`src/include/block_buffer_macros.svh`:
```
`ifndef BLOCK_BUFFER_MACROS_SVH
`define BLOCK_BUFFER_MACROS_SVH

// Request bus fields
`define BB_ADDR_W        64
`define BB_DATA_W        512
`define BB_SIZE_W        6

// Block geometry, eight 64-bit sectors per 64-byte block
`define BB_NUM_SECTORS   8
`define BB_SECTOR_W      64
`define BB_SECTOR_IDX_W  3

// Tag is the address above the block offset
`define BB_TAG_W         58

// Request queue entries
`define BB_QUEUE_DEPTH   2

`endif

```
`src/rtl/ami_pkg.sv`:
```
`default_nettype none

`include "block_buffer_macros.svh"

package ami_pkg;

    // Request as carried on the request bus
    typedef struct packed {
        logic                   is_write;
        logic [`BB_ADDR_W-1:0]  addr;
        logic [`BB_DATA_W-1:0]  data;
        logic [`BB_SIZE_W-1:0]  size;
    } ami_req_t;

    typedef enum logic [1:0] {
        OP_READ_SECTOR  = 2'd0,
        OP_WRITE_SECTOR = 2'd1,
        OP_WRITE_BLOCK  = 2'd2,
        OP_BAD          = 2'd3
    } bb_op_e;

    typedef enum logic [1:0] {
        ST_OK   = 2'd0,
        ST_MISS = 2'd1,
        ST_BAD  = 2'd2
    } bb_status_e;

    typedef struct packed {
        bb_status_e               status;
        logic [`BB_SECTOR_W-1:0]  data;
    } ami_resp_t;

    // Decoded command shared by execute and result
    typedef struct packed {
        bb_op_e                      op;
        logic                        write_all;
        logic                        write_specific;
        logic [`BB_SECTOR_IDX_W-1:0] sector_idx;
        logic [`BB_TAG_W-1:0]        tag;
        logic [`BB_DATA_W-1:0]       data;
        bb_status_e                  status;
    } bb_cmd_t;

endpackage

`default_nettype wire

```
`src/rtl/ami_req_queue.sv`:
```
`default_nettype none
`timescale 1ns/1ps

`include "block_buffer_macros.svh"

module ami_req_queue (
    input  wire                clk,
    input  wire                rst_n,
    input  wire                req_valid,
    input  wire ami_pkg::ami_req_t req,
    output logic               req_ready,
    output logic               head_valid,
    output ami_pkg::ami_req_t  head,
    input  wire                pop
);

    import ami_pkg::*;

    localparam int DEPTH = `BB_QUEUE_DEPTH;
    localparam int PTR_W = (DEPTH > 1) ? $clog2(DEPTH) : 1;
    localparam int CNT_W = $clog2(DEPTH + 1);

    // Storage holds payload only
    ami_req_t entries [DEPTH];

    logic [PTR_W-1:0] wr_ptr;
    logic [PTR_W-1:0] rd_ptr;
    logic [CNT_W-1:0] count;
    logic             push;
    logic             do_pop;

    function automatic logic [PTR_W-1:0] next_ptr(input logic [PTR_W-1:0] ptr);
        if (ptr == PTR_W'(DEPTH - 1)) begin
            return '0;
        end
        return ptr + 1'b1;
    endfunction

    // Full only when every entry is taken
    assign req_ready  = (count != CNT_W'(DEPTH));
    assign head_valid = (count != '0);
    assign head       = entries[rd_ptr];

    assign push   = req_valid && req_ready;
    assign do_pop = pop && head_valid;

    always_ff @(posedge clk or negedge rst_n) begin
        if (!rst_n) begin
            wr_ptr <= '0;
            rd_ptr <= '0;
            count  <= '0;
        end else begin
            if (push) begin
                wr_ptr <= next_ptr(wr_ptr);
            end
            if (do_pop) begin
                rd_ptr <= next_ptr(rd_ptr);
            end
            // Accept and pop together keep the count
            case ({push, do_pop})
                2'b10:   count <= count + 1'b1;
                2'b01:   count <= count - 1'b1;
                default: count <= count;
            endcase
        end
    end

    always_ff @(posedge clk) begin
        if (push) begin
            entries[wr_ptr] <= req;
        end
    end

endmodule

`default_nettype wire

```
`src/rtl/block_buffer.sv`:
```
`default_nettype none
`timescale 1ns/1ps

`include "block_buffer_macros.svh"

module block_buffer (
    input  wire                     clk,
    input  wire                     rst_n,
    input  wire                     req_valid,
    input  wire ami_pkg::ami_req_t  req,
    output logic                    req_ready,
    output logic                    resp_valid,
    output ami_pkg::ami_resp_t      resp,
    input  wire                     resp_ready
);

    import ami_pkg::*;

    logic                    head_valid;
    ami_req_t                head;
    bb_cmd_t                 cmd;
    logic [`BB_TAG_W-1:0]    tag;
    logic                    tag_valid;
    logic [`BB_SECTOR_W-1:0] rd_sector;
    logic                    issue;

    ami_req_queue u_queue (
        .clk        (clk),
        .rst_n      (rst_n),
        .req_valid  (req_valid),
        .req        (req),
        .req_ready  (req_ready),
        .head_valid (head_valid),
        .head       (head),
        .pop        (issue)
    );

    block_req_decode u_decode (
        .head      (head),
        .tag       (tag),
        .tag_valid (tag_valid),
        .cmd       (cmd)
    );

    block_sector_array u_array (
        .clk       (clk),
        .rst_n     (rst_n),
        .issue     (issue),
        .cmd       (cmd),
        .tag       (tag),
        .tag_valid (tag_valid),
        .rd_sector (rd_sector)
    );

    block_resp_gen u_resp (
        .clk        (clk),
        .rst_n      (rst_n),
        .head_valid (head_valid),
        .cmd        (cmd),
        .rd_sector  (rd_sector),
        .issue      (issue),
        .resp_valid (resp_valid),
        .resp       (resp),
        .resp_ready (resp_ready)
    );

endmodule

`default_nettype wire

```
`src/rtl/block_req_decode.sv`:
```
`default_nettype none
`timescale 1ns/1ps

`include "block_buffer_macros.svh"

module block_req_decode (
    input  wire ami_pkg::ami_req_t  head,
    input  wire [`BB_TAG_W-1:0]     tag,
    input  wire                     tag_valid,
    output ami_pkg::bb_cmd_t        cmd
);

    import ami_pkg::*;

    // Size field is log2 of the byte count
    localparam logic [`BB_SIZE_W-1:0] SIZE_SECTOR = `BB_SIZE_W'(3);
    localparam logic [`BB_SIZE_W-1:0] SIZE_BLOCK  = `BB_SIZE_W'(6);
    localparam int OFFSET_W = $clog2(`BB_SECTOR_W / 8);

    logic [`BB_TAG_W-1:0] addr_tag;
    logic                 misaligned;
    logic                 hit;

    assign addr_tag   = head.addr[`BB_ADDR_W-1 -: `BB_TAG_W];
    assign misaligned = (head.addr[OFFSET_W-1:0] != '0);
    assign hit        = tag_valid && (addr_tag == tag);

    always_comb begin
        cmd            = '0;
        cmd.tag        = addr_tag;
        cmd.sector_idx = head.addr[OFFSET_W +: `BB_SECTOR_IDX_W];
        cmd.data       = head.data;

        if (misaligned) begin
            cmd.op = OP_BAD;
        end else begin
            case (head.size)
                SIZE_BLOCK:  cmd.op = OP_WRITE_BLOCK;
                SIZE_SECTOR: cmd.op = head.is_write ? OP_WRITE_SECTOR : OP_READ_SECTOR;
                default:     cmd.op = OP_BAD;
            endcase
        end

        case (cmd.op)
            OP_WRITE_BLOCK: begin
                cmd.write_all = 1'b1;
                cmd.status    = ST_OK;
            end
            OP_WRITE_SECTOR: begin
                // Sector write only lands on a tag hit
                cmd.write_specific = hit;
                cmd.status         = hit ? ST_OK : ST_MISS;
            end
            OP_READ_SECTOR: begin
                cmd.status = hit ? ST_OK : ST_MISS;
            end
            default: begin
                cmd.status = ST_BAD;
            end
        endcase
    end

endmodule

`default_nettype wire

```
`src/rtl/block_resp_gen.sv`:
```
`default_nettype none
`timescale 1ns/1ps

`include "block_buffer_macros.svh"

module block_resp_gen (
    input  wire                      clk,
    input  wire                      rst_n,
    input  wire                      head_valid,
    input  wire ami_pkg::bb_cmd_t    cmd,
    input  wire [`BB_SECTOR_W-1:0]   rd_sector,
    output logic                     issue,
    output logic                     resp_valid,
    output ami_pkg::ami_resp_t       resp,
    input  wire                      resp_ready
);

    import ami_pkg::*;

    logic read_ok;

    // Issue when the register is empty or drains this cycle
    assign issue   = head_valid && (!resp_valid || resp_ready);
    assign read_ok = (cmd.op == OP_READ_SECTOR) && (cmd.status == ST_OK);

    always_ff @(posedge clk or negedge rst_n) begin
        if (!rst_n) begin
            resp_valid <= 1'b0;
        end else if (issue) begin
            resp_valid <= 1'b1;
        end else if (resp_ready) begin
            resp_valid <= 1'b0;
        end
    end

    // Held until the handshake since loads only happen on issue
    always_ff @(posedge clk) begin
        if (issue) begin
            resp.status <= cmd.status;
            resp.data   <= read_ok ? rd_sector : '0;
        end
    end

endmodule

`default_nettype wire

```
`src/rtl/block_sector_array.sv`:
```
`default_nettype none
`timescale 1ns/1ps

`include "block_buffer_macros.svh"

module block_sector_array (
    input  wire                       clk,
    input  wire                       rst_n,
    input  wire                       issue,
    input  wire ami_pkg::bb_cmd_t     cmd,
    output logic [`BB_TAG_W-1:0]      tag,
    output logic                      tag_valid,
    output logic [`BB_SECTOR_W-1:0]   rd_sector
);

    localparam int NUM = `BB_NUM_SECTORS;
    localparam int SW  = `BB_SECTOR_W;

    logic [NUM-1:0] sector_we;
    logic [SW-1:0]  sectors [NUM];
    logic [SW-1:0]  wr_data [NUM];

    // Write-enable decoder, all sectors or the indexed one
    always_comb begin
        sector_we = '0;
        if (cmd.write_all) begin
            sector_we = '1;
        end else if (cmd.write_specific) begin
            sector_we[cmd.sector_idx] = 1'b1;
        end
    end

    // Block write takes its slice, sector write takes the low 64 bits
    always_comb begin
        for (int i = 0; i < NUM; i++) begin
            wr_data[i] = cmd.write_all ? cmd.data[i*SW +: SW] : cmd.data[SW-1:0];
        end
    end

    always_ff @(posedge clk or negedge rst_n) begin
        if (!rst_n) begin
            for (int i = 0; i < NUM; i++) begin
                sectors[i] <= '0;
            end
        end else if (issue) begin
            for (int i = 0; i < NUM; i++) begin
                if (sector_we[i]) begin
                    sectors[i] <= wr_data[i];
                end
            end
        end
    end

    always_ff @(posedge clk or negedge rst_n) begin
        if (!rst_n) begin
            tag       <= '0;
            tag_valid <= 1'b0;
        end else if (issue && cmd.write_all) begin
            tag       <= cmd.tag;
            tag_valid <= 1'b1;
        end
    end

    // Read mux sees contents before this cycle's write
    assign rd_sector = sectors[cmd.sector_idx];

endmodule

`default_nettype wire

```
`config.mk`:
```
export PLATFORM = sky130hd
export DESIGN_NAME = block_buffer
export DESIGN_NICKNAME = d
export VERILOG_FILES = /design/src/rtl/ami_pkg.sv /design/src/rtl/ami_req_queue.sv /design/src/rtl/block_buffer.sv /design/src/rtl/block_req_decode.sv /design/src/rtl/block_resp_gen.sv /design/src/rtl/block_sector_array.sv
export VERILOG_INCLUDE_DIRS = /design/src /design/src/include
export SDC_FILE = /design/constraint.sdc
export NUM_CORES = 2
export LEC_CHECK = 0
export ABC_AREA = 1
export ABC_CLOCK_PERIOD_IN_PS = 64900
export BUFFER_PORTS_ARGS = -buffer_cell sky130_fd_sc_hd__buf_2
export CORE_MARGIN = 10
export CORE_UTILIZATION = 50
export CTS_CLUSTER_DIAMETER = 50
export DETAILED_ROUTE_END_ITERATION = 6
export PLACE_DENSITY = 0.69
export SKIP_CTS_REPAIR_TIMING = 1
export SLEW_MARGIN = 0
export SYNTH_ARGS = -nofsm -noshare
export SYNTH_HDL_FRONTEND = slang
export SYNTH_SLANG_ARGS = --single-unit
export TNS_END_PERCENT = 10
```
`constraint.sdc`:
```
create_clock -name clk -period 64.9 [get_ports clk]
set_input_delay 3.245 -clock clk [delete_from_list [all_inputs] [get_ports clk]]
set_output_delay 3.245 -clock clk [all_outputs]
set_load 0.1 [all_outputs]
```
==> results.md <==
- Crit path max-delay family: buffers and inverters
- Source-to-sink clock delay at the later pin of the worst-skew pair: 860 ps
- Number of inserted filler cells in the final layout: approximately 12000
- Buffer depth of the longest clock path: 3
- Total wire length after detailed routing: about 240000 um
- Power density over the cells: 44.29 nW/um2
- Register clock-pin slew on the reported worst setup and hold paths: 60 ps
- RSZ-0062 raised after global routing: false
- DRC viols: 0
- TritonCTS clock tree: built
- HPWL after DPL: between 100000 and 150000 um
- Top cell type's share of synthesized area: between 50% and 60%
- GR Util All Layers: 29.34%
- Result of the run: finished clean
- Top fanout value on the critical path: 57
- Synthesized instance count: 6734
- Routed via count divided by cell count: 5.840
- Final worst path period share: a little under an eighth
- Tightest slew margin relative to the limit: 18.32%
- Hold slack final: 472.0 ps
- Largest cells by area after synthesis: sky130_fd_sc_hd__edfxtp_1 (50%), sky130_fd_sc_hd__dfrtp_1 (20%), sky130_fd_sc_hd__nand2_1 (11%)
- Clock tree root driver cell: sky130_fd_sc_hd__clkbuf_16
- Hold Crit Start: u_array.tag_valid
- Setup-violating endpoint count in the final report: 0
- Global-route wire length before repair: between 300000 and 400000 um
- Critical-path cell with the highest stage delay: sky130_fd_sc_hd__buf_4
- Category of the critical setup timing path: primary input to flip-flop
- Capturing element type of the critical path: flip-flop
- Leakage: 36.22 nW
- Max IR drop VDD: 0.03320 mV
- Cell area after technology mapping: 73290 um2
- CP required: 65340 ps
- Arrival time at the worst endpoint: 8040 ps
- Critical path's most frequent cell: sky130_fd_sc_hd__buf_4
- Multi-input logic area: 19830 um2
- Cells along the critical path: buf_2 > nand2_1 > nor2_4 > buf_4 > buf_4 > buf_4 > buf_4 > buf_4
- Per-instance average area after synthesis: between 10 and 15 um2
- Number of DRC markers after the initial detailed-route iteration: 7517
- Min-delay worst type: flip-flop to flip-flop
- WL/cell: 25.97 um
- Post-layout min period: 7609 ps
- Cts bufs inserted: 197
- Die Footprint: 162300 um2
- Maximum clock rate: about 130 MHz
- DRT antenna net count: 0
- Area overhead of the layout relative to synthesis: 15.97%
- Number of clock sinks seen by CTS: 1808
- Yosys Warn Count: 0
- Weighted congestion at the end of routability-driven global placement: 0.8520
- H-Tree Level Count: 4
- Final Hold Violating Endpoints: 0
- Drt pass-1 iters: 6
- Number of global-route vias before repair: 53780
- Longest individual stage delay on the worst path: 830 ps
- Maxcap violations: 0
- Number of nets in the final layout: 7847
- # port buffers: 654
- Sequential Area: between 50000 and 60000 um2
- Number of enable flip-flop cells after synthesis: 1232
- Fraction of final layout cells with drive strength greater than 1: 14.24%
- GR Overflow Total: 0
- Width of the die: 402.9 um
- Cell type with the highest aggregate area in the netlist: sky130_fd_sc_hd__edfxtp_1
- Startpoint class of the critical path: primary input
- Most instantiated flip-flop cell in the synthesis netlist: sky130_fd_sc_hd__edfxtp_1
- Boundary pin count: 655
- Final max-slew violation count: 0
- Initial core utilization: about half
- Core Rows: 140
- Setup TNS: 0 ps
- Area of the core region: 145700 um2
- Via count: 55070
- Pin count of the biggest net entering global routing: 175
- Async set-reset flop share out of synthesis: 31.86%
- Vertical die dimension: 402.9 um
- Startpoint of the worst-slack reg-to-reg timing path: u_queue.rd_ptr
- Number of antenna violations at the first check in global routing: 120
- Count of distinct cell types in the synthesized netlist: 33
- Worst Tran Pin Value: between 1000 and 1500 ps
- Seq cells post-synth: 1808
- Clk_skew: ~60 ps
- Total nets after synthesis: 7322
- First element of the critical path: req_valid
- Buffers plus inverters on the worst setup path: 6
- Sequential share of the synthesized area: a little over two thirds
cell type report:
class                      count  area share [%]
clock buffer                 270           6.383
antenna                       77          0.2267
multi-input combinational   4378           23.33
clock inverter               106           1.418
tap                         1917           2.822
inverter                     136          0.6433
sequential                  1808           60.49
timing repair buffer         738           4.693
per-stage QoR:
stage / setup slack [ps] / power (mW) / util [%] / cell area [um2] / cells
after detailed placement: 56400 / 2.644 / 53.64 / 78180 / 8977
after CTS: 57270 / 3.768 / 58.19 / 84810 / 9353
after global placement: 56460 / 2.625 / 53.64 / 78180 / 8977
after global routing: 57010 / 3.933 / 58.27 / 84920 / 9399
after floorplan: 35800 / 2.484 / - / 73290 / 6734
final: 57290 / 3.764 / 58.32 / 85000 / 9430
path summary, 6_finish.rpt:
kind                                           to  slack [ps]  depth (start not counted)
min in group asynchronous         u_array.tag[24]        2420                          1
setup reg to reg              u_array.sectors[17]       58010                         10
setup / recovery           u_queue.entries[0][71]       57290                          8
hold / removal                  u_array.tag_valid         470                          1
max in group asynchronous    u_array.sectors[244]       59010                          4
hold reg to reg                 u_array.tag_valid         470                          1
Yosys cell counts, types with 3 or more instances:
cell type	n
sky130_fd_sc_hd__nand2_1	2187
sky130_fd_sc_hd__edfxtp_1	1232
sky130_fd_sc_hd__nor2_1	844
sky130_fd_sc_hd__nand3_1	587
sky130_fd_sc_hd__dfrtp_1	576
sky130_fd_sc_hd__o31ai_1	373
sky130_fd_sc_hd__clkbuf_1	274
sky130_fd_sc_hd__a22oi_1	165
sky130_fd_sc_hd__inv_1	125
sky130_fd_sc_hd__buf_2	78
sky130_fd_sc_hd__o21ai_0	67
sky130_fd_sc_hd__buf_1	60
sky130_fd_sc_hd__nand4_1	41
sky130_fd_sc_hd__a21oi_1	36
sky130_fd_sc_hd__and3_1	15
sky130_fd_sc_hd__a221oi_1	14
sky130_fd_sc_hd__inv_2	9
sky130_fd_sc_hd__o2111a_1	9
sky130_fd_sc_hd__nand3b_1	7
sky130_fd_sc_hd__nand2_2	6
sky130_fd_sc_hd__o21ai_1	5
sky130_fd_sc_hd__mux2i_1	3
sky130_fd_sc_hd__nor3_1	3
sky130_fd_sc_hd__o211ai_1	3
sky130_fd_sc_hd__xor2_1	3
cells by family after synthesis:
group,count (synthesis),share of synthesized area [%]
and+or+nand+nor,3697,20.22
adders and majority gates,1,0.01707
DFF,1808,70.14
muxes,3,0.04097
AOI/OAI and AO/OA,673,6.596
buffers and inverters,548,2.940
xor gates and xnor gates,4,0.04781
layer usage:
layer  routed length, um  vias to the layer above  track usage (%)
met3               28440                      600            7.905
met2              111100                     3182            44.27
met4               11020                       62            14.07
met1               93980                    26860            39.43
li1                    -                    24360                -
met5                 398                        -                0
where the power goes:
group          leakage [nW]  total, mW  switching [mW]  internal [mW]
sequential             19.4       1.64           0.104           1.54
combinational          13.7      0.996           0.773          0.223
clock                  3.19       1.13           0.482          0.645
state kept, by name, summed over array words and instances (netlist names):
signal	count
u_array.sectors	512
u_array.tag	58
u_array.tag_valid	1
u_queue.count	2
u_queue.entries	1166
u_queue.rd_ptr	1
u_queue.wr_ptr	1
u_resp.resp	66
u_resp.resp_valid	1
placed cells by master (no fill, tap or decap), drive strengths merged, types with 8 or more instances in the layout:
| master | instances |
|---|---|
| nand4 | 41 |
| a21oi | 36 |
| nand2 | 2193 |
| bufinv | 13 |
| diode | 77 |
| and3 | 15 |
| o31ai | 373 |
| a221oi | 14 |
| o21ai | 72 |
| clkinv | 79 |
| nand3 | 588 |
| inv | 142 |
| buf | 738 |
| o2111a | 9 |
| nor2 | 846 |
| a22oi | 165 |
| edfxtp | 1232 |
| dfrtp | 576 |
| clkinvlp | 8 |
| clkbuf | 270 |
Power figures use the tool's default switching activity.
